<file path="src/cam_cfg_pkg.sv">
package cam_cfg_pkg;

  // the low byte of every stored word is the search key.
  localparam int cam_key_w = 8;

  // full width of a stored word, key included.
  localparam int cam_data_w = 16;

  // bits of a word that sit above the key.
  localparam int cam_payload_w = cam_data_w - cam_key_w;

  // depth used when the top level is not given one.
  localparam int cam_default_entries = 110;

endpackage

</file>
<file path="src/cam_types_pkg.sv">
package cam_types_pkg;

  // one stored word; the key occupies the low bits.
  typedef struct packed {
    logic [cam_cfg_pkg::cam_payload_w-1:0] payload;
    logic [cam_cfg_pkg::cam_key_w-1:0]     key;
  } cam_entry_t;

  // write request, accepted when valid and ready are both high.
  typedef struct packed {
    logic       valid;
    cam_entry_t entry;
  } cam_write_t;

  // snoop request; a plain strobe without back-pressure.
  typedef struct packed {
    logic                              valid;
    logic [cam_cfg_pkg::cam_key_w-1:0] key;
  } cam_snoop_t;

  // snoop answer. The entry is zero on a miss.
  typedef struct packed {
    logic       hit;
    cam_entry_t entry;
  } cam_result_t;

endpackage

</file>
<file path="src/cam_search.sv">
module cam_search #(
  parameter int n_entries = cam_cfg_pkg::cam_default_entries,
  localparam int idx_w = (n_entries > 1) ? $clog2(n_entries) : 1
) (
  input  logic [cam_cfg_pkg::cam_key_w-1:0] key,
  input  cam_types_pkg::cam_entry_t          entries [n_entries],
  input  logic [n_entries-1:0]              valid,
  output cam_types_pkg::cam_result_t         result,
  output logic [idx_w-1:0]                  hit_index
);

  logic [n_entries-1:0] match;

  // every valid entry is compared in parallel.
  always_comb begin
    for (int i = 0; i < n_entries; i++) begin
      match[i] = valid[i] && (entries[i].key == key);
    end
  end

  // scanning downwards leaves the lowest matching index as the final choice.
  always_comb begin
    result.hit   = |match;
    result.entry = '0;
    hit_index    = '0;
    for (int i = n_entries - 1; i >= 0; i--) begin
      if (match[i]) begin
        result.entry = entries[i];
        hit_index    = idx_w'(i);
      end
    end
  end

endmodule

</file>
<file path="config.mk">
export PLATFORM = sky130hd
export DESIGN_NAME = cam_search
export DESIGN_NICKNAME = d
export VERILOG_FILES = /design/src/cam_cfg_pkg.sv /design/src/cam_types_pkg.sv /design/src/cam_search.sv
export SDC_FILE = /design/constraint.sdc
export NUM_CORES = 2
export LEC_CHECK = 0
export BUFFER_PORTS_ARGS = -buffer_cell sky130_fd_sc_hd__buf_4
export CAP_MARGIN = 20
export CORE_AREA = 8 8 745 747
export DETAILED_ROUTE_END_ITERATION = 16
export DIE_AREA = 0 0 753 755
export PLACE_DENSITY = 0.3
export SETUP_SLACK_MARGIN = 0.2
export SKIP_LAST_GASP = 1
export SLEW_MARGIN = 0
export SYNTH_ARGS = -nofsm -noshare
export SYNTH_HDL_FRONTEND = slang
export SYNTH_SLANG_ARGS = --single-unit
</file>
<file path="constraint.sdc">
create_clock -name vclk -period 6.96
set_clock_uncertainty 0.15 [all_clocks]
set_input_delay 0.348 -clock vclk [all_inputs]
set_output_delay 0.348 -clock vclk [all_outputs]
set_load 0.01 [all_outputs]
</file>
**Word level (Yosys, flattened, before mapping)**

Index checks and enable logic that the tools add are counted.

- Equality and inequality tests: 110
- Reductions and logical operators: 111
- Mux-type cells: 220

Operator list:

| kind | count |
|---|---|
| two-way mux 16 bit | 110 |
| == test 8 bit | 110 |
| two-way mux 7 bit | 110 |
| logical AND 1 bit | 110 |
| OR reduction 110 bit | 1 |

- Input port bits: 1878
- Output and inout bits: 24
- Bits in registers: 0

**Depth between registers and ports, before layout**

- Word-level depth: 112
- Gate-level depth with buffers: 18
- Gate-level depth less buffers: 11

**Least setup slack after synthesis**

OpenSTA, ideal clock, no wires.

- Path type: input -> output
- Start: input port key[7] (netlist bit)
- End: output port result[15] (netlist bit)
- Arrival time: 3214 ps
- Stages: 16
- Required time: 6462 ps
- Path slack: 3248 ps
- Cells stage by stage: buf_6 > buf_6 > buf_6 > buf_6 > buf_4 > xnor2_1 > nand3_1 > or3_1 > buf_2 > clkbuf_1 > clkbuf_1 > o211ai_1 > o21ai_0 > nor4_1 > a21oi_1 > o41ai_1

RTL lines:

| element | line | source |
|---|---|---|
| from (decl) | cam_search.sv:5 | `input logic [cam_cfg_pkg::cam_key_w-1:0] key,` |
| to (decl) | cam_search.sv:8 | `output cam_types_pkg::cam_result_t result,` |

==> results.sh <==
export IMPL_violations="max-capacitance violations, max-slew violations"
export IMPL_grt_antenna_before_repair=473
export IMPL_drv_slew=1
export IMPL_ant_nets=0
export IMPL_post_cts_buffers=0
export IMPL_finalHoldViolations=0
export IMPL_die_width_um=753
export IMPL_die_area_mm2=0.569
export IMPL_yosysTopAreaCell="xnor2_1"
export IMPL_mostFrequentLayoutCells="buf_4, xnor2_1, nand2_1"
export IMPL_coreArea_mm2=0.543
export IMPL_firstDrtPassIters=5
export IMPL_rsz0062_at_grt="false"
export IMPL_netlist_instances=4793
export IMPL_port_buffers=1902
export IMPL_area_sequential_um2=0
export IMPL_setup_worst_path_class="in -> out"
export IMPL_syn_num_nets=6671
export IMPL_worstPathRequired_ns=6.46
export IMPL_hold_buffers=0
export IMPL_yosysWarnings=0
export IMPL_die_h_um=755
export IMPL_nFillCells=64100
export IMPL_nets=8788
export IMPL_fin_cells=14300
export IMPL_synth_cell_area_mm2=0.0303
export IMPL_track_usage_pct=21.6
export IMPL_leakagePower_nw=21.9
export IMPL_ys_types=86
export IMPL_tns_ns=0
export IMPL_start_kind="input port"
export IMPL_ios=1902
export IMPL_vias=55000
export IMPL_n_clock_buffer=0
export IMPL_whs_ns=1.21
export IMPL_period_needed_ns=6.77
export IMPL_ir_drop_v=0.0000209
export IMPL_ys_seq_area_share_pct=0
export IMPL_wl_mm=650
export IMPL_grt_pass1_wl_mm=771
export IMPL_p_per_area_mw_per_mm2=57.1
export IMPL_worst_path_max_fanout=28
export IMPL_syn_avg_cell_area_um2=6.32
export IMPL_ys_top_cells_by_area="xnor2_1, nand2_1, o21ai_0"
export IMPL_end_kind="output port"
export IMPL_drtIter0Drc=5931
export IMPL_grt_pass1_vias=53600
export IMPL_relSlewSlack_pct=-0.295
export IMPL_grt_overflow=0
export IMPL_max_cap_viol_count=1
export IMPL_grt_max_degree=36
export IMPL_cp_arrival_ns=6.28
export IMPL_drc=0
export IMPL_post_route_period_util_pct=97.3
export IMPL_dp_cells=14100
export IMPL_seq_cell_count=0
export IMPL_wl_per_cell_um=45.3
export IMPL_area_growth_pct=89.8
export IMPL_std_cell_rows=271
export IMPL_layout_commonest_cell="buf_4"
export IMPL_max_freq_mhz=148
export IMPL_hp_class="in -> out"
export IMPL_start_util_pct=5.58
export IMPL_worstMarginPinSlew_ns=1.50
export IMPL_setup_violations_final=0
export IMPL_run_status="finished, violations left"
export IMPL_gp_congestion=0.997
export IMPL_yosysTopAreaCellShare_pct=20.6
export IMPL_vias_per_cell=3.84
export IMPL_hpwl_mm=601
export IMPL_drive_above_1_share_pct=38.4
cells by family after synthesis:
group	after synthesis	synth area share (%)
AND/OR/NAND/NOR	1974	32.4
AO/OA/AOI/OAI	1504	34.5
XOR/XNOR	880	25.4
buffers and inverters	425	7.36
multiplexers	10	0.343
layer usage:
metal	GRT usage, %	routed length, µm
met1	25.8	262000
met3	7.44	59100
met2	35.3	296000
met4	8.31	30500
met5	0	1880
cells in the mapped netlist, types with 23 or more instances:
cell / instances
nand3_1: 237
o221ai_1: 82
a21oi_1: 283
a31oi_1: 46
buf_4: 34
o211ai_1: 99
o21ai_0: 314
o221a_2: 33
nor3_1: 234
a21o_1: 29
a22oi_1: 37
inv_1: 74
and2_1: 31
and3_1: 44
or3_1: 107
a311oi_1: 23
o2111ai_1: 26
buf_2: 43
a211oi_1: 69
a211o_1: 32
nand4_1: 166
o22ai_1: 73
nand2_1: 515
nor2_1: 383
nand2b_1: 43
a221o_1: 44
nor4_1: 75
buf_6: 59
xor2_1: 168
clkbuf_1: 196
xnor2_1: 712
o21a_1: 30
a2111oi_0: 29
a221oi_1: 104
path summary, 6_finish.rpt:
path                    startpoint    endpoint  slack, ns  depth (start not counted)
worst max-delay path        key[7]   result[2]       0.19                         16
worst min-delay path  entries[746]  result[10]       1.21                          6
critical path: stages:
cell and delay [ns]:
clkbuf_8 0.28, buf_12 0.34, xor2_1 0.12, nor4_1 0.47, nand3_1 0.47, and2_1 0.31
buf_4 0.20, a211o_1 0.41, a21oi_2 0.67, nand2_1 0.10, a21oi_1 0.99, o31ai_1 0.39
a211o_1 0.42, buf_12 0.17, a21o_1 0.19, buf_4 0.17
timing repair:
item                                    in CTS  in global routing
hold endpoints to repair                     0                  0
endpoints found under the setup margin       5                  0
resized for setup                           11                  0
metrics by stage:
stage / utilization (%) / cell area, µm² / setup WS [ns] / power, W
final: 10.6 / 57500 / 0.186 / 0.00328
after global routing: 10.5 / 57300 / 0.237 / 0.00339
after CTS: 10.5 / 57000 / 0.174 / 0.00332
after detailed placement: 10.5 / 56900 / -0.556 / 0.00330
after global placement: 10.4 / 56700 / -0.644 / 0.00332
after floorplan: - / 30300 / 3.25 / 0.000924
final cells by class:
class | count | area (µm²) | share of cell area, %
Antenna cell | 194 | 485 | 0.844
Inverter | 74 | 278 | 0.483
Timing Repair Buffer | 2466 | 19000 | 33.1
Multi-Input combinational cell | 4368 | 28600 | 49.8
Tap cell | 7234 | 9050 | 15.7
where the power goes:
| part | total (W) | switching (W) | internal, W |
|---|---|---|---|
| Combinational | 0.00328 | 0.00193 | 0.00135 |
| Sequential | 0 | 0 | 0 |
| Clock | 0.00000000163 | 0 | 0.00000000162 |
Note: power is estimated with default switching activity, not from simulation.
