$ cat src/cam_cfg_pkg.sv
package cam_cfg_pkg;

  // the low byte of every stored word is the search key.
  localparam int cam_key_w = 8;

  // full width of a stored word, key included.
  localparam int cam_data_w = 16;

  // bits of a word that sit above the key.
  localparam int cam_payload_w = cam_data_w - cam_key_w;

  // depth used when the top level is not given one.
  localparam int cam_default_entries = 110;

endpackage

$ cat src/cam_alloc.sv
module cam_alloc #(
  parameter int n_entries = cam_cfg_pkg::cam_default_entries,
  localparam int idx_w = (n_entries > 1) ? $clog2(n_entries) : 1
) (
  input  logic             clk,
  input  logic             rst_an,
  input  logic             wr_valid,
  output logic             wr_ready,
  input  logic             fl_not_empty,
  input  logic [idx_w-1:0] fl_head,
  output logic             fl_pop,
  output logic             wr_en,
  output logic [idx_w-1:0] wr_index
);

  logic [idx_w-1:0] fresh_cnt;
  logic             used_all;

  // fresh locations are handed out in ascending order until each has been used once.
  always_ff @(posedge clk or negedge rst_an) begin
    if (!rst_an) begin
      fresh_cnt <= '0;
      used_all  <= 1'b0;
    end else if (wr_en && !used_all) begin
      if (fresh_cnt == idx_w'(n_entries - 1)) begin
        used_all <= 1'b1;
      end else begin
        fresh_cnt <= fresh_cnt + 1'b1;
      end
    end
  end

  // after that only recycled locations are available.
  assign wr_ready = used_all ? fl_not_empty : 1'b1;
  assign wr_en    = wr_valid & wr_ready;
  assign wr_index = used_all ? fl_head : fresh_cnt;
  assign fl_pop   = wr_en & used_all;

endmodule

$ cat config.mk
export PLATFORM = sky130hd
export DESIGN_NAME = cam_alloc
export DESIGN_NICKNAME = d
export VERILOG_FILES = /design/src/cam_cfg_pkg.sv /design/src/cam_alloc.sv
export SDC_FILE = /design/constraint.sdc
export NUM_CORES = 1
export LEC_CHECK = 0
export ABC_AREA = 1
export BUFFER_PORTS_ARGS = -buffer_cell sky130_fd_sc_hd__clkbuf_2
export CORE_MARGIN = 3
export CORE_UTILIZATION = 40
export DETAILED_ROUTE_END_ITERATION = 7
export PLACE_DENSITY_LB_ADDON = 0.2
export SLEW_MARGIN = 10
export SYNTH_ARGS = -nofsm -noshare
export SYNTH_HDL_FRONTEND = slang
export SYNTH_SLANG_ARGS = --single-unit
$ cat constraint.sdc
create_clock -name clk -period 1.1 [get_ports clk]
set_clock_uncertainty 0.05 [all_clocks]
set_input_delay 0.22 -clock clk [delete_from_list [all_inputs] [get_ports clk]]
set_output_delay 0.22 -clock clk [all_outputs]
set_load 0.01 [all_outputs]
# --- Word level (Yosys, flattened, before mapping) ---
# Cells that the tools add are included.
op_classes:
  n_eq_ne: 1
  n_reduce_logical: 4
  n_mux: 2
  add_sub_neg: 1
  n_bitwise: 3
ops:
  columns: ["cell", "count"]
  rows:
  - ["$add A7 B1 Y7 const B", 1]
  - ["$eq A7 B7 Y1 const B", 1]
  - ["$mux W7", 1]
  - ["$reduce_and A2 Y1", 2]
  - ["$and A1 B1 Y1", 2]
  - ["$logic_and A1 B1 Y1", 1]
  - ["$logic_not A1 Y1", 1]
  - ["$mux W1", 1]
  - ["$not A1 Y1", 1]
word_totals:
  reg_bits: 8
  elab_cells: 13
  in_bits: 11

# --- Longest topological paths before layout ---
depth:
  ltp_word: 4
  depth_mapped: 8
  mapped_depth_nobuf: 8

# --- Worst setup path after synthesis ---
# No wires, ideal clock.
synth_path:
  path_kind: "reg2out"
  start: "register used_all"
  end: "output fl_pop"
  required_ns: 0.830
  arrival_time_ns: 0.943
  path_slack_ns: -0.113
  path_stages_with_launch: 5
  cell_sequence: "dfrtp_1 > buf_2 > a21oi_1 > nand2_1 > inv_1"
synth_between:
  elab_chain_len: 3
synth_lines:
  columns: ["item", "line_no", "source"]
  rows:
  - ["from (decl)", "cam_alloc.sv:17", "logic used_all;"]
  - ["from (signal assigned)", "cam_alloc.sv:23", "used_all <= 1'b0;"]
  - ["from (signal assigned)", "cam_alloc.sv:26", "used_all <= 1'b1;"]
  - ["$mux W1", "cam_alloc.sv:34", "assign wr_ready = used_all ? fl_not_empty : 1'b1;"]
  - ["$and A1 B1 Y1", "cam_alloc.sv:35", "assign wr_en = wr_valid & wr_ready;"]
  - ["named net wr_en", "cam_alloc.sv:12", "output logic wr_en,"]
  - ["$and A1 B1 Y1", "cam_alloc.sv:37", "assign fl_pop = wr_en & used_all;"]
  - ["to (decl)", "cam_alloc.sv:11", "output logic fl_pop,"]
# The timed path passes the listed nets, and every way through them passes these cells.

# --- Final worst setup path ---
layout_path:
  start: "register used_all"
  end: "output fl_pop"
layout_between:
  elab_chain_len: 3
layout_lines:
  columns: ["item", "line_no"]
  rows:
  - ["$mux W1", "cam_alloc.sv:34"]
  - ["$and A1 B1 Y1", "cam_alloc.sv:35"]
  - ["$and A1 B1 Y1 (*)", "cam_alloc.sv:37"]
# Every way passes the cells marked *; elsewhere a longest branch is shown, timed or not.

==> results.toml <==
[status]
status = "finished with violations"
violations = "setup timing"

[cells_and_area]
fin_nets = 128
fin_area_um2 = 886
drive_gt1_share_pct = 44.2
final-instance-count-excl-fill = 128
area_delta_synth_final_pct = 50.0
diodes = 0

[routing]
drt-pass1-iter-count = 6
top_layer = "met4"
route.met2.wl_um = 703
dr_wl_met3_um = 63
vias = 634
avgViaCountPerCell = 4.95
routed_wl_mm = 1.52
wire_per_inst_um = 11.9
met1_length_um = 722
drt-initial-drc-count = 27
ant_nets = 0
post-route-drc-count = 0

[clock_tree]
clkLatencyLatePin_ns = 0.26
numCtsBuffers = 3
h-tree-depth = 1
ctsLongestPathBuffers = 2
cts_sinks = 8
root_buffer = "clkbuf_4"
clk_pin_slew_worst_paths_ns = 0.06
cts_tree = "done"

[sta]
final_max_slew_viol_count = 0
rsz0062_at_grt = "yes"
tightest_slew_ns = 0.220
setup_viol = 18
finalCritPeriodShare_pct = 132
period_minus_slack_ns = 1.45
relSlewSlack_pct = 85.3
fmax_mhz = 688
hold_viol_final = 0
layout_setup_ws_ns = -0.355

[flow_run]
cap_violations = 0

[worst_setup_path]
critPathTopFamily = "buffers and inverters"
required_ns = 0.83
max_stage_delay_ns = 0.42
worst_setup_path_start_kind = "register"
cp_cell_sequence = "bufbuf_16 -> nand2_1 -> inv_1 -> buf_2"
crit_type = "reg -> out"
arrival_ns = 1.18
worst_setup_path_end_kind = "output pin"
slowest_stage = "dfrtp_1"
crit_buf_inv = 3
critPathMaxFanout = 4

[yosys]
synthDistinctLibCells = 18
netlist_instances = 83
ys_warn_count = 0
mappedNetlistNets = 96
synth_top_area_share_pct = 33.9
yosysSeqAreaShare_pct = 33.9
ys_ff_latch = 8
synth.cell_area_um2 = 591
syn_area_per_cell_um2 = 7.12
synth.area.top_cells = "dfrtp_1, nand2_1, inv_1"
synth_area_leader_cell = "dfrtp_1"

[pwr]
cellPowerDensity_nw_per_um2 = 1460
peakVddDrop_mv = 1.01
leakage_nw = 0.454

[global_routing]
grt_pass1_vias = 613
grt_use_total_pct = 17.6
grt_start_max_net_pins = 11
antenna_found_initial = 0
overflow = 0
grt_pass1_wl_mm = 2.53

[hold_path]
hold_class = "in -> async"

[floorplan]
core_um2 = 1350
dieArea_um2 = 1970
top_level_ports = 21
die_h_um = 44.4
rows = 13
start_util_pct = 43.7
die_x_um = 44.4

[placement]
dp_hpwl_mm = 1.08
post_dp_cell_area_um2 = 758
place_inst = 120
globalplace.congestion = 0.795
port_buffers = 20
[cell type report]
type | instances | area [um^2]
clock buffer | 3 | 22.5
fill | 125 | 464
inverter | 11 | 41.3
multi-input combinational | 62 | 380
sequential | 8 | 203
tap | 15 | 18.8
timing repair buffer | 29 | 220
[layout by cell type, fill, tap and decap left out, types with 2 or more instances in the layout]
| master | netlist | final |
|---|---|---|
| o21ai_1 | 0 | 5 |
| o21ai_2 | 2 | 3 |
| buf_12 | 0 | 2 |
| dfrtp_2 | 0 | 2 |
| dfrtp_1 | 8 | 6 |
| buf_4 | 1 | 5 |
| clkbuf_4 | 0 | 3 |
| clkbuf_2 | 0 | 14 |
| inv_1 | 11 | 9 |
| nor2_4 | 1 | 2 |
| buf_2 | 2 | 6 |
| o21ai_0 | 8 | 2 |
| inv_2 | 0 | 2 |
| nand2_2 | 0 | 4 |
| nand3_1 | 7 | 7 |
| nor2_1 | 2 | 2 |
| nand2_1 | 28 | 25 |
| nand4_1 | 4 | 4 |
[worst reg2reg max path, cell delays in order (launching register included)]
cell       delay, ns
dfrtp_1         0.42
bufbuf_16       0.28
nor2_4          0.09
buf_12          0.14
nand2_8         0.07
nand2_1         0.07
nand2_1         0.06
[final timing paths]
kind,start,end,slack [ns],cells past startpoint
max in group asynchronous,rst_an,fresh_cnt[0],0.51,2
min in group clk,wr_valid,used_all,0.31,3
max,used_all,fl_pop,-0.35,4
max reg2reg,used_all,fresh_cnt[0],-0.19,6
min,rst_an,used_all,0.29,2
min reg2reg,fresh_cnt[6],fresh_cnt[6],0.47,2
[per-stage QoR]
stage / hold WS [ns] / utilization, % / setup TNS [ns] / power (mW) / worst slack (ns)
after floorplan: -0.126 / - / -0.483 / 0.801 / -0.0621
after global placement: 0.0336 / 56.2 / -0.743 / 0.976 / -0.0917
after detailed placement: 0.0313 / 56.2 / -1.01 / 0.982 / -0.121
after CTS: 0.273 / 64.7 / -4.22 / 1.28 / -0.346
after global routing: 0.304 / 65.6 / -5.17 / 1.38 / -0.413
final: 0.293 / 65.6 / -4.24 / 1.30 / -0.355
[Yosys cell counts, drive strengths merged]
cell	count
nand2	30
inv	11
o21ai	10
dfrtp	8
nand3	7
nor2	5
nand4	4
buf	3
ha	2
a21oi	1
o21bai	1
xnor2	1
[report_power, final]
group          switching [mW]  total, mW  internal (mW)
sequential              0.104      0.473          0.369
clock                   0.112      0.238          0.126
combinational           0.304      0.585          0.280
total                   0.520       1.30          0.775
[layer usage]
layer,up-vias,track usage (%)
met5,-,0
met4,0,7.83
met3,5,2.85
met2,21,29.7
met1,279,22.0
li1,329,-
[state kept, by name (all words and copies together) (netlist names)]
name       cells
fresh_cnt      7
used_all       1
[kinds of logic after synthesis]
family / synth area share [%]
AOI/OAI and AO/OA: 11.9
xor gates and xnor gates: 1.48
adders and majority gates: 4.24
buffers and inverters: 9.96
DFF: 33.9
and+or+nand+nor: 38.6
[timing repair]
action | in CTS | in global routing
pin swaps | 5 | 2
hold buffers | 1 | 0
buffers inserted | 1 | 1
setup endpoints to repair | 18 | 18
gates cloned | 2 | 0
resized for setup | 5 | 9
hold endpoints to repair | 8 | 0
No activity file was read; power rests on OpenSTA's default activity.
