`src/cam_cfg_pkg.sv`:
```
package cam_cfg_pkg;

  // the low byte of every stored word is the search key.
  localparam int cam_key_w = 8;

  // full width of a stored word, key included.
  localparam int cam_data_w = 16;

  // bits of a word that sit above the key.
  localparam int cam_payload_w = cam_data_w - cam_key_w;

  // depth used when the top level is not given one.
  localparam int cam_default_entries = 110;

endpackage

```
`src/cam_free_list.sv`:
```
module cam_free_list #(
  parameter int n_entries = cam_cfg_pkg::cam_default_entries,
  localparam int idx_w = (n_entries > 1) ? $clog2(n_entries) : 1
) (
  input  logic             clk,
  input  logic             rst_an,
  input  logic             push,
  input  logic [idx_w-1:0] push_index,
  input  logic             pop,
  output logic             not_empty,
  output logic [idx_w-1:0] head
);

  localparam int cnt_w = $clog2(n_entries + 1);

  logic [idx_w-1:0] mem [n_entries];
  logic [idx_w-1:0] rd_ptr;
  logic [idx_w-1:0] wr_ptr;
  logic [cnt_w-1:0] count;

  // the buffer depth need not be a power of two, so pointers wrap explicitly.
  function automatic logic [idx_w-1:0] next_ptr(input logic [idx_w-1:0] ptr);
    if (ptr == idx_w'(n_entries - 1)) begin
      return '0;
    end
    return ptr + 1'b1;
  endfunction

  always_ff @(posedge clk) begin
    if (push) begin
      mem[wr_ptr] <= push_index;
    end
  end

  always_ff @(posedge clk or negedge rst_an) begin
    if (!rst_an) begin
      rd_ptr <= '0;
      wr_ptr <= '0;
      count  <= '0;
    end else begin
      if (push) begin
        wr_ptr <= next_ptr(wr_ptr);
      end
      if (pop) begin
        rd_ptr <= next_ptr(rd_ptr);
      end
      unique case ({push, pop})
        2'b10:   count <= count + 1'b1;
        2'b01:   count <= count - 1'b1;
        default: count <= count;
      endcase
    end
  end

  // a pushed index shows up at the head from the cycle after its edge.
  assign not_empty = (count != '0);
  assign head      = mem[rd_ptr];

endmodule

```
`config.mk`:
```
export PLATFORM = sky130hd
export DESIGN_NAME = cam_free_list
export DESIGN_NICKNAME = d
export VERILOG_FILES = /design/src/cam_cfg_pkg.sv /design/src/cam_free_list.sv
export SDC_FILE = /design/constraint.sdc
export NUM_CORES = 1
export LEC_CHECK = 0
export BUFFER_PORTS_ARGS = -buffer_cell sky130_fd_sc_hd__buf_2
export CORE_UTILIZATION = 50
export DETAILED_ROUTE_END_ITERATION = 16
export HOLD_SLACK_MARGIN = 0.08
export PLACE_DENSITY = 0.74
export RECOVER_POWER = 50
export SLEW_MARGIN = 10
export SYNTH_ARGS = -nofsm -noshare
export SYNTH_HDL_FRONTEND = slang
export SYNTH_SLANG_ARGS = --single-unit
```
`constraint.sdc`:
```
create_clock -name clk -period 3.4 [get_ports clk]
set_input_delay 0.68 -clock clk [delete_from_list [all_inputs] [get_ports clk]]
set_output_delay 0.68 -clock clk [all_outputs]
set_load 0.1 [all_outputs]
```
# After elaboration in Yosys (flattened, before gate mapping)
# Memory sizes are Yosys's and may differ from the RTL's.
# Index checks and enable logic that the tools add are counted.
[totals]
inputBits = 11
out_inout_bits = 8
n_memories = 1
mem_bits_rw = 770
register_bits = 21
elab_cells = 25
[memory_table]
columns = ["memory", "depth", "word_bits", "rd", "rd_ports_with_merged_regs", "write_ports", "line_no", "text"]
rows = [
  ["mem", 110, 7, 1, 0, 1, "cam_free_list.sv:16", "logic [idx_w-1:0] mem [n_entries];"],
]
[classes]
eq_ne = 4
n_reduce_logical = 2
n_mux = 11
n_addsub = 4
[op_table]
columns = ["operator", "count"]
rows = [
  ["$mux W7", 4],
  ["$add A7 B1 Y7 const B", 3],
  ["$eq A7 B7 Y1 const B", 2],
  ["$pmux W7 S2", 1],
  ["$reduce_bool A7 Y1", 1],
  ["$sub A7 B1 Y7 const B", 1],
  ["$mux W1", 6],
  ["$eq A2 B1 Y1 const B", 1],
  ["$eq A2 B2 Y1 const B", 1],
  ["$reduce_bool A2 Y1", 1],
]

# Depth between registers and ports, before layout
[logic_depth]
word_depth = 4
ltp_mapped = 11
mapped_depth_nobuf = 9

# Worst setup path before layout
# Ideal clock, no wire load.
[synth_timing]
kind = "flip-flop to output port"
from = "register rd_ptr[0]"
to = "output head[6]"
path_slack_ns = -0.602
t_arrival_ns = 3.322
stages_incl_launch_ff = 10
required_ns = 2.720
n_path_buf = 4
cell_sequence = "dfrtp_1 > buf_6 > buf_8 > buf_6 > buf_6 > nor3b_1 > a221oi_1 > a31oi_1 > o21ai_0 > a32oi_1"
[synth_via]
elab_chain_cells = 1
[synth_rtl]
columns = ["element", "line_no", "text"]
rows = [
  ["from (decl)", "cam_free_list.sv:17", "logic [idx_w-1:0] rd_ptr;"],
  ["from (signal assigned)", "cam_free_list.sv:45", "rd_ptr <= next_ptr(rd_ptr);"],
  ["$mem_v2 Z110 W7", "--", ""],
  ["to (decl)", "cam_free_list.sv:11", "output logic [idx_w-1:0] head"],
]
# No other way between the ends.

# Final worst setup path
[layout_timing]
from = "register rd_ptr[0]"
to = "output head[3]"
# The elaborated chain is that of the path after synthesis.

==> results.yml <==
place:
  dp_hpwl_mm: 42.89
  io_buffer_count: 18
  placed_cells: 2469
  place_area_mm2: 0.03317
  gp_congestion: 0.8476
floorplanning:
  fp-row-count: 91
  die_w_um: 252.4
  io_pins: 19
  core_mm2: 0.06183
  chipHeight_um: 252.4
  start_util: 0.5071
  die-area_mm2: 0.06371
finish:
  nFillCells: 4252
  finalNetCount: 1776
  drive_gt1_frac: 0.2768
  finish.instance_area_mm2: 0.03637
  n_antenna_cell: 0
  layoutNonFillerInstCount: 2654
  finish.utilization: 0.5883
  area_delta_synth_final_pct: 16.01
timing:
  hold_viol: 0
  fin_crit_ps: 3915
  rsz0062_at_grt: "true"
  fin_crit_sh: 1.152
  timing.final.ws_setup_ps: -515.3
  relSlewSlack: -1.078
  tightest_slew_ps: 3117
  fmax_mhz: 255.4
  skew_ps: 23.92
  finalSetupViolCount: 20
  maxSlewViolCount: 626
  tns_ps: -3458
outcome:
  status: "finished with violations"
  violations: "max-capacitance violations, max-slew violations, negative setup slack"
synth:
  synth.area.top_cells: "edfxtp_1, mux4_2, mux2i_1"
  synth_cell_types: 57
  syn_inst: 1603
  seq_area_frac_synth: 0.7542
  syn-num-nets: 1621
  synth_common_cells: "edfxtp_1, mux4_2, nor2_1"
  avgSynthCellArea_um2: 19.56
  synth_edf_count: 770
  synth_top_area_frac: 0.7375
  ys_ff_latch: 791
  dominantRegCellSynth: "edfxtp_1"
  async_flop_share: 0.02655
  ys_warn_count: 0
  netlist_area_mm2: 0.03135
  yosys.area.top_type: "edfxtp_1"
  yosys.cell_count.top_type: "edfxtp_1"
global_route:
  grt_overflow: 0
  antenna_found_initial: 1
  grt_pass1_wl_mm: 107.2
  track_usage: 0.2319
  grt_pass1_vias: 16605
  grt_max_degree: 111
power:
  intPower_uw: 18380
  p_sw_uw: 8109
  p_leak_uw: 0.01170
  power.share.sequential: 0.425
  comb_power_share: 0.272
  power_density_mw_per_mm2: 728.4
  switching_share: 0.3061
  p_clk_frac: 0.302
  vdd_drop_max_uv: 427.2
critical_path:
  cp-start-kind: "register"
  crit_required_ps: 2720
  crit_chain: "buf_4 -> buf_16 -> nand3b_1 -> buf_6 -> o221ai_1 -> a211oi_2 -> a211oi_2 -> buf_4 -> o32a_1 -> buf_12"
  crit_arrival_ps: 3240
  path_max_fanout: 7
  path_delay_family: "buffers and inverters"
  worst-path-buf-inv: 5
  critPathCaptureType: "output port"
  cpMaxStageDelayCell: "dfrtp_4"
  crit_type: "register to output port"
  cp_slowest_stage_delay_ps: 550
clocking:
  clkTransAtPathRegs_ps: 60
  clkSinkCount: 791
  h-tree-depth: 3
  cts_tree: "yes"
  cts_inserted_buffers: 76
  cts_buffer_depth: 3
  clock-root-buffer: "clkbuf_16"
  clk_latency_ps: 630
min_path:
  min-delay-path-class: "register to register"
drt:
  first_pass_iters: 5
  via_count: 16472
  routedWlPerCell_um: 27.40
  ant_nets: 0
  drc: 0
  viasPerCell: 6.206
  drt_iter0_markers: 2011
  routed_wl_mm: 72.73
job:
  drv_cap: 7
## kinds of logic after synthesis
group | synth area share
adder cells (fa/ha/maj) | 0.002793
AO/OA/AOI/OAI | 0.03915
flip-flops | 0.7542
multiplexers | 0.1447
buffers and inverters | 0.01824
XOR/XNOR | 0.003352
AND/OR/NAND/NOR | 0.03751
## state kept, by name, summed over array words and instances (netlist names)
register and count:
wr_ptr 7, mem 770, count 7, rd_ptr 7
## final cells by class
cell class,instances,area (um2),share of cell area
inverter,10,37.54,0.001032
clock buffer,94,2012,0.05531
clock inverter,43,329.1,0.009047
sequential,791,23660,0.6504
tap,837,1047,0.02879
multi-input combinational,706,7407,0.2036
timing repair buffer,173,1883,0.05177
## placed cells by master (no fill, tap or decap), types with 10 or more instances in the layout
cell type    n
o21ai_0     17
clkbuf_1    22
clkinv_2    11
mux4_2     155
clkbuf_16   78
o221ai_1    17
a22o_1      11
nor2_1     116
a22oi_1     22
buf_4      109
nand2_1     47
a211oi_2    12
mux2i_1     82
xor2_1      10
mux2_2      17
dfrtp_1     18
edfxtp_1   770
buf_12      27
buf_16      12
a21oi_1     24
clkinv_1    20
nand3_1     26
## power groups by stage
stage | clock, uW | sequential (uW) | combinational [uW]
after floorplan | 0 | 11200 | 3940
after global placement | 0 | 11400 | 6480
after detailed placement | 0 | 11400 | 6540
after CTS | 8090 | 11200 | 7010
after global routing | 8450 | 11300 | 7460
final | 8010 | 11300 | 7220
## layer usage
metal  vias up  wire [um]  track usage
li1       6898          -            -
met2       904      35260       0.3738
met4         2       2765      0.09455
met5         -         13            0
met3       182       6434      0.03780
met1      8486      28250       0.3171
## what timing repair did
item	in CTS	in global routing
setup buffers	38	4
gates cloned	7	0
hold endpoints to repair	21	0
endpoints found under the setup margin	7	7
pin swaps	28	13
hold buffers	1	0
resized for setup	57	26
## worst paths after layout
kind,startpoint,endpoint,slack (ps),cells after the start
setup / recovery,rd_ptr[0]$_DFFE_PN0P_,head[3],-520,10
hold / removal,count[6]$_DFFE_PN0P_,count[6]$_DFFE_PN0P_,460,1
setup reg to reg,wr_ptr[3]$_DFFE_PN0P_,mem[32][4]$_DFFE_PP_,780,3
hold reg to reg,count[6]$_DFFE_PN0P_,count[6]$_DFFE_PN0P_,460,1
max in group asynchronous,rst_an,rd_ptr[0]$_DFFE_PN0P_,1490,2
min in group asynchronous,rst_an,rd_ptr[2]$_DFFE_PN0P_,900,2
## per-stage QoR
step | hold WS [ps] | setup slack (ps) | total power, uW
after floorplan | 384.4 | -334.9 | 15190
after detailed placement | 454.7 | -11.69 | 17960
after global routing | 489.7 | -615.3 | 27190
after global placement | 449.6 | 2.767 | 17880
after CTS | 426.0 | -512.7 | 26340
final | 464.3 | -515.3 | 26490
## worst reg2reg max path: cells and delay by family (launching register included)
family           cells  cell delay [ps]
DFF                  1              490
and+or+nand+nor      3             1750
Note: power is estimated with default switching activity, not from simulation.
