[src/cam_cfg_pkg.sv]
package cam_cfg_pkg;

  // the low byte of every stored word is the search key.
  localparam int cam_key_w = 8;

  // full width of a stored word, key included.
  localparam int cam_data_w = 16;

  // bits of a word that sit above the key.
  localparam int cam_payload_w = cam_data_w - cam_key_w;

  // depth used when the top level is not given one.
  localparam int cam_default_entries = 110;

endpackage

[src/cam_types_pkg.sv]
package cam_types_pkg;

  // one stored word; the key occupies the low bits.
  typedef struct packed {
    logic [cam_cfg_pkg::cam_payload_w-1:0] payload;
    logic [cam_cfg_pkg::cam_key_w-1:0]     key;
  } cam_entry_t;

  // write request, accepted when valid and ready are both high.
  typedef struct packed {
    logic       valid;
    cam_entry_t entry;
  } cam_write_t;

  // snoop request; a plain strobe without back-pressure.
  typedef struct packed {
    logic                              valid;
    logic [cam_cfg_pkg::cam_key_w-1:0] key;
  } cam_snoop_t;

  // snoop answer. The entry is zero on a miss.
  typedef struct packed {
    logic       hit;
    cam_entry_t entry;
  } cam_result_t;

endpackage

[src/cam_store.sv]
module cam_store #(
  parameter int n_entries = cam_cfg_pkg::cam_default_entries,
  localparam int idx_w = (n_entries > 1) ? $clog2(n_entries) : 1
) (
  input  logic                     clk,
  input  logic                     rst_an,
  input  logic                     wr_en,
  input  logic [idx_w-1:0]         wr_index,
  input  cam_types_pkg::cam_entry_t wr_entry,
  input  logic                     clr_en,
  input  logic [idx_w-1:0]         clr_index,
  output cam_types_pkg::cam_entry_t entries [n_entries],
  output logic [n_entries-1:0]     valid
);

  always_ff @(posedge clk or negedge rst_an) begin
    if (!rst_an) begin
      for (int i = 0; i < n_entries; i++) begin
        entries[i] <= '0;
      end
    end else begin
      for (int i = 0; i < n_entries; i++) begin
        if (wr_en && wr_index == idx_w'(i)) begin
          entries[i] <= wr_entry;
        end
      end
    end
  end

  // the write target is never a valid entry, so a write and a clear never meet.
  always_ff @(posedge clk or negedge rst_an) begin
    if (!rst_an) begin
      valid <= '0;
    end else begin
      for (int i = 0; i < n_entries; i++) begin
        if (clr_en && clr_index == idx_w'(i)) begin
          valid[i] <= 1'b0;
        end
        if (wr_en && wr_index == idx_w'(i)) begin
          valid[i] <= 1'b1;
        end
      end
    end
  end

endmodule

[config.mk]
export PLATFORM = sky130hd
export DESIGN_NAME = cam_store
export DESIGN_NICKNAME = d
export VERILOG_FILES = /design/src/cam_cfg_pkg.sv /design/src/cam_types_pkg.sv /design/src/cam_store.sv
export SDC_FILE = /design/constraint.sdc
export NUM_CORES = 2
export LEC_CHECK = 0
export ABC_AREA = 1
export ABC_CLOCK_PERIOD_IN_PS = 1800
export BUFFER_PORTS_ARGS = -buffer_cell sky130_fd_sc_hd__buf_2
export CAP_MARGIN = 20
export CORE_AREA = 3 3 748 750
export DETAILED_ROUTE_END_ITERATION = 6
export DIE_AREA = 0 0 751 753
export PLACE_DENSITY = 0.33
export SLEW_MARGIN = 20
export SYNTH_ARGS = -nofsm -noshare
export SYNTH_HDL_FRONTEND = slang
export SYNTH_SLANG_ARGS = --single-unit
[constraint.sdc]
create_clock -name clk -period 1.8 [get_ports clk]
set_input_delay 0.36 -clock clk [delete_from_list [all_inputs] [get_ports clk]]
set_output_delay 0.36 -clock clk [all_outputs]
set_load 0.1 [all_outputs]
# Yosys cells after proc, flatten, opt, wreduce, memory -nomap -nowiden
# Cells that the tools add are included.
word_totals:
  in_bits: 34
  register_bits: 1870
  n_memories: 0
  latch_bits: 0
  ram_bits: 0
  mem_bits_ro: 0
  output_inout_bits: 1870
op_classes:
  muxes: 220
  n_bitwise: 0
  reduce_logical: 332
  order_cmp: 0
  n_mul: 0
  n_addsub: 0
  shifts: 0
  n_eq_ne: 218
  div: 0
ops:
  columns: ["operator", "n"]
  rows:
  - ["$eq 7x7->1 const B", 92]
  - ["$eq 7x6->1 const B", 64]
  - ["$eq 7x5->1 const B", 32]
  - ["$logic_and 1x1->1", 220]
  - ["$mux 1", 220]
  - ["$reduce_bool 2->1", 110]
  - ["$eq 7x4->1 const B", 16]
  - ["$eq 7x3->1 const B", 8]
  - ["$eq 7x2->1 const B", 4]
  - ["$eq 7x1->1 const B", 2]
  - ["$logic_not 7->1", 2]

# Longest topological paths before layout
depth:
  ltp_word: 4
  mapped_depth: 9

# Worst setup path before layout
# No wires, ideal clock.
synth_path:
  kind: "input -> register"
  start: "input wr_index[6]"
  end: "register entries[949] in the netlist's numbering"
  required_ns: 1.667
  setup_ns: 0.133
  path_stages: 9
  arrival_time_ns: 1.526
  path_buffers: 3
  slack_ns: 0.141
  cell_sequence: "buf_4 -> inv_2 -> nand2_1 -> nor2_4 -> buf_4 -> nand2_1 -> clkbuf_1 -> nand2_1 -> o21ai_0"
synth_via:
  elab_chain_len: 2
synth_lines:
  columns: ["element", "line", "rtl"]
  rows:
  - ["from (decl)", "cam_store.sv:8", "input logic [idx_w-1:0] wr_index,"]
  - ["$eq 7x6->1", "cam_store.sv:23", "if (wr_en && wr_index == idx_w'(i)) begin"]
  - ["$logic_and 1x1->1", "cam_store.sv:23", null]
  - ["to (signal, indexed assignment)", "cam_store.sv:24", "entries[i] <= wr_entry;"]
  - ["to (decl)", "cam_store.sv:12", "output cam_types_pkg::cam_entry_t entries [n_entries],"]
# Every way passes these cells.
# A chain may end at the register's enable or synchronous reset.

# Worst setup path in the final report
layout_path:
  start: "register entries[335] in the netlist's numbering"
  end: "output entries[335] in the netlist's numbering"
# No word-level cell between the ends.

==> metrics <==
count of buffer and inverter cells on the critical path 1; placed instance area 99000 um^2; Max clock buf depth 4; critical path start-end classification flip-flop to output pin; routed via count divided by cell count 3.72; Tot GR Track Use 16.6%; Fill cells 58.7k; placement-stage worst setup slack -0.474 ns; launch instance of the worst register-to-register path entries[335]; path class of the lowest-slack min-delay path primary input to flip-flop; slowest stage cell on the critical path sky130_fd_sc_hd__dfrtp_4; CP required 1.44 ns; endpoint kind of the worst setup timing path output pin; core occupancy in the finished layout 24.9%; portion of total power attributed to sequential cells 32.9%; cell taking the most area after synthesis sky130_fd_sc_hd__dfrtp_1; effective utilization at floorplan 13.0%; largest cells by area after synthesis sky130_fd_sc_hd__dfrtp_1 65%, sky130_fd_sc_hd__nand2_1 21%, sky130_fd_sc_hd__o21ai_0 3.6%, sky130_fd_sc_hd__nand3_1 2.8%, sky130_fd_sc_hd__nand4_1 2.8%; TritonCTS clock tree built; peak ir drop on the vdd network 0.882 mV; post-synthesis cell count 7846; Die Footprint 566000 um^2; Post-Route Skew 0 ns; aggregate global routing overflow 0; Gate power share 35.2%; number of global-route vias before repair 67.0k; Top-Level Pins 1904; FF-to-FF setup slack 0.80 ns; wire length of the first global-routing pass 647000 um; clock net sink count 1870; HPWL after DPL 370000 um; Mapped Area 71900 um^2; MaxCap Viol Count 0; htree depth 4; clock group share of total power 31.9%; cell family with most CP delay flip-flops; total negative slack -151.96 ns; worst-path cell chain buf_12; Crit Reg-Reg Endpoint entries[335]; share of total power consumed by net switching 40.4%; setup slack of the critical path after layout -0.336 ns; Startpoint Class flip-flop; multi-input logic area 22700 um^2; Clk Latency, worst-skew pair 0.93 ns; violated checks negative setup slack; remaining antenna violation count after routing 0; number of different library cells in the post-synthesis netlist 20; Layout Nets 10.6k; WL per Instance 27.0 um; cell chosen for the clock root sky130_fd_sc_hd__clkbuf_16; LEAKAGE 65.6 nW; CTS Buf Count 236; Hold Fails Final Rpt 0; total net switching power 0.0612 W; sequential cell area 46900 um^2; maximum fanout along the worst path 3; clock edge transition at the registers on the reported setup and hold paths 0.06 ns; setup repair after global routing missed its margin yes; most common cell after layout, fill and taps aside sky130_fd_sc_hd__nand2_1; P per Cell Area 1100 nW/um^2; final worst path period share 119%; Die X-Extent 751 um; first element of the critical path entries[335]; worst-case headroom to the max-slew limit 49.0%; top cell type's share of synthesized area 65.1%; total DRC errors in the routed layout 0; post-synthesis average cell area 9.16 um^2; number of antenna violations at the first check in global routing 48; synthesized flop and latch total 1870; Mapped Nets 7880; iteration-0 DRC count of the detailed router 5193; fraction of layout cells with a size suffix above 1 33.9%; sequential element share of the synthesized area 65.1%; actual transition at the worst max-transition pin 0.766 ns; Detailed Routing Iterations Pass 1 6; final non-filler cell area 138000 um^2; Chip Height 753 um; Reg2Reg Depth 3; post-route minimum period 2.14 ns; outcome finished with violations; Vias 67.2k; standard cell core area 553000 um^2; Max Transition Viols Final 0; Max Clk Rate 468 MHz; routed wire length 489000 um; Std-Cell Rows 273; largest stage delay on the critical path 0.60 ns; leading cell types in the layout, fill and taps excluded 3917 x sky130_fd_sc_hd__nand2_1, 2231 x sky130_fd_sc_hd__buf_12, 1781 x sky130_fd_sc_hd__dfrtp_1, 792 x sky130_fd_sc_hd__buf_4, 524 x sky130_fd_sc_hd__o21ai_0; total of buffers placed on input and output ports 1903; total stage count of the critical path 1; design internal power 0.0904 W; endpoint of the most critical setup path entries[335]; largest net degree at the start of global routing 76; placer's final routability congestion estimate 0.781; area growth from synthesis to layout 91.9%; Final Setup Violations 1871; total power consumption of the routed design 0.152 W; CP arrival 1.78 ns; yosys synthesis warning count 0
-- flip-flops by register name (all words and copies together), names as in the netlist --
register / count
entries: 1760
valid: 110
-- cells by family after synthesis --
group           after synthesis  synth area share (%)
simple gates               4796                  27.5
flops                      1870                  65.1
compound gates              531                  3.70
buf+inv                     649                  3.73
-- power by group through the flow --
stage          Combinational, W  Clock [W]  Sequential (W)
6_report                 0.0533     0.0483          0.0499
5_1_grt                  0.0548     0.0516          0.0503
4_1_cts                  0.0494     0.0501          0.0492
3_5_place_dp             0.0415          0          0.0485
3_3_place_gp             0.0415          0          0.0485
2_1_floorplan           0.00367          0          0.0741
-- final cells by class --
| cell class | instances | share of cell area, % |
|---|---|---|
| antenna | 21 | 0.0381 |
| tap | 7287 | 6.61 |
| clock inverter | 79 | 0.674 |
| clock buffer | 347 | 4.92 |
| multi-input combinational | 5327 | 16.4 |
| inverter | 44 | 0.127 |
| sequential | 1870 | 34.0 |
| timing repair buffer | 3095 | 37.2 |
-- through the flow --
| step | std cells | hold slack [ns] |
|---|---|---|
| floorplan | 7846 | 0.0644 |
| global placement | 17196 | 0.334 |
| detailed placement | 17196 | 0.320 |
| CTS | 17849 | 0.0261 |
| global route | 18050 | 0.0947 |
| finish | 18070 | 0.160 |
-- worst reg2reg max path: cells and delay by family, from the launching register on --
kind                   cells  cell delay [ns]
DFF                        1             0.60
and+or+nand+nor            2             0.12
buffers and inverters      1             0.18
-- cells in the mapped netlist --
| cell type | instances |
|---|---|
| sky130_fd_sc_hd__nand2_1 | 3926 |
| sky130_fd_sc_hd__dfrtp_1 | 1870 |
| sky130_fd_sc_hd__o21ai_0 | 524 |
| sky130_fd_sc_hd__clkbuf_1 | 408 |
| sky130_fd_sc_hd__nand3_1 | 407 |
| sky130_fd_sc_hd__nand4_1 | 320 |
| sky130_fd_sc_hd__buf_2 | 171 |
| sky130_fd_sc_hd__nor2_1 | 64 |
| sky130_fd_sc_hd__nand3_2 | 41 |
| sky130_fd_sc_hd__inv_1 | 37 |
| sky130_fd_sc_hd__buf_1 | 18 |
| sky130_fd_sc_hd__nand2_2 | 12 |
| sky130_fd_sc_hd__nor2_2 | 12 |
| sky130_fd_sc_hd__nor2_4 | 10 |
| sky130_fd_sc_hd__buf_4 | 7 |
| sky130_fd_sc_hd__o21ai_1 | 7 |
| sky130_fd_sc_hd__inv_2 | 4 |
| sky130_fd_sc_hd__nor3_2 | 4 |
| sky130_fd_sc_hd__clkinv_1 | 3 |
| sky130_fd_sc_hd__buf_6 | 1 |
-- per-layer routing --
metal | vias to the layer above | share of wire [%] | GRT usage [%]
li1 | 30510 | - | -
met1 | 33865 | 42 | 21.0
met2 | 2325 | 47 | 27.1
met3 | 505 | 8.0 | 4.95
met4 | 0 | 3.5 | 5.03
met5 | - | 0 | 0
-- what timing repair did --
item	CTS	global route
setup buffers	195	200
gates resized for setup	4889	3241
hold buffers	32	0
hold endpoints to repair	2047	0
endpoints found under the setup margin	1870	1870
-- worst min path at each step --
stage / from / to / slack [ns] / cells after the start
5_1_grt: wr_index[6] / entries[42] / 0.09 / 6
4_1_cts: wr_index[6] / entries[42] / 0.03 / 6
2_1_floorplan: rst_an / entries[0] / 0.06 / 0
3_3_place_gp: rst_an / entries[58] / 0.33 / 1
6_report: wr_index[3] / entries[1605] / 0.16 / 6
3_5_place_dp: rst_an / entries[58] / 0.32 / 1
No activity file was read; power rests on OpenSTA's default activity.
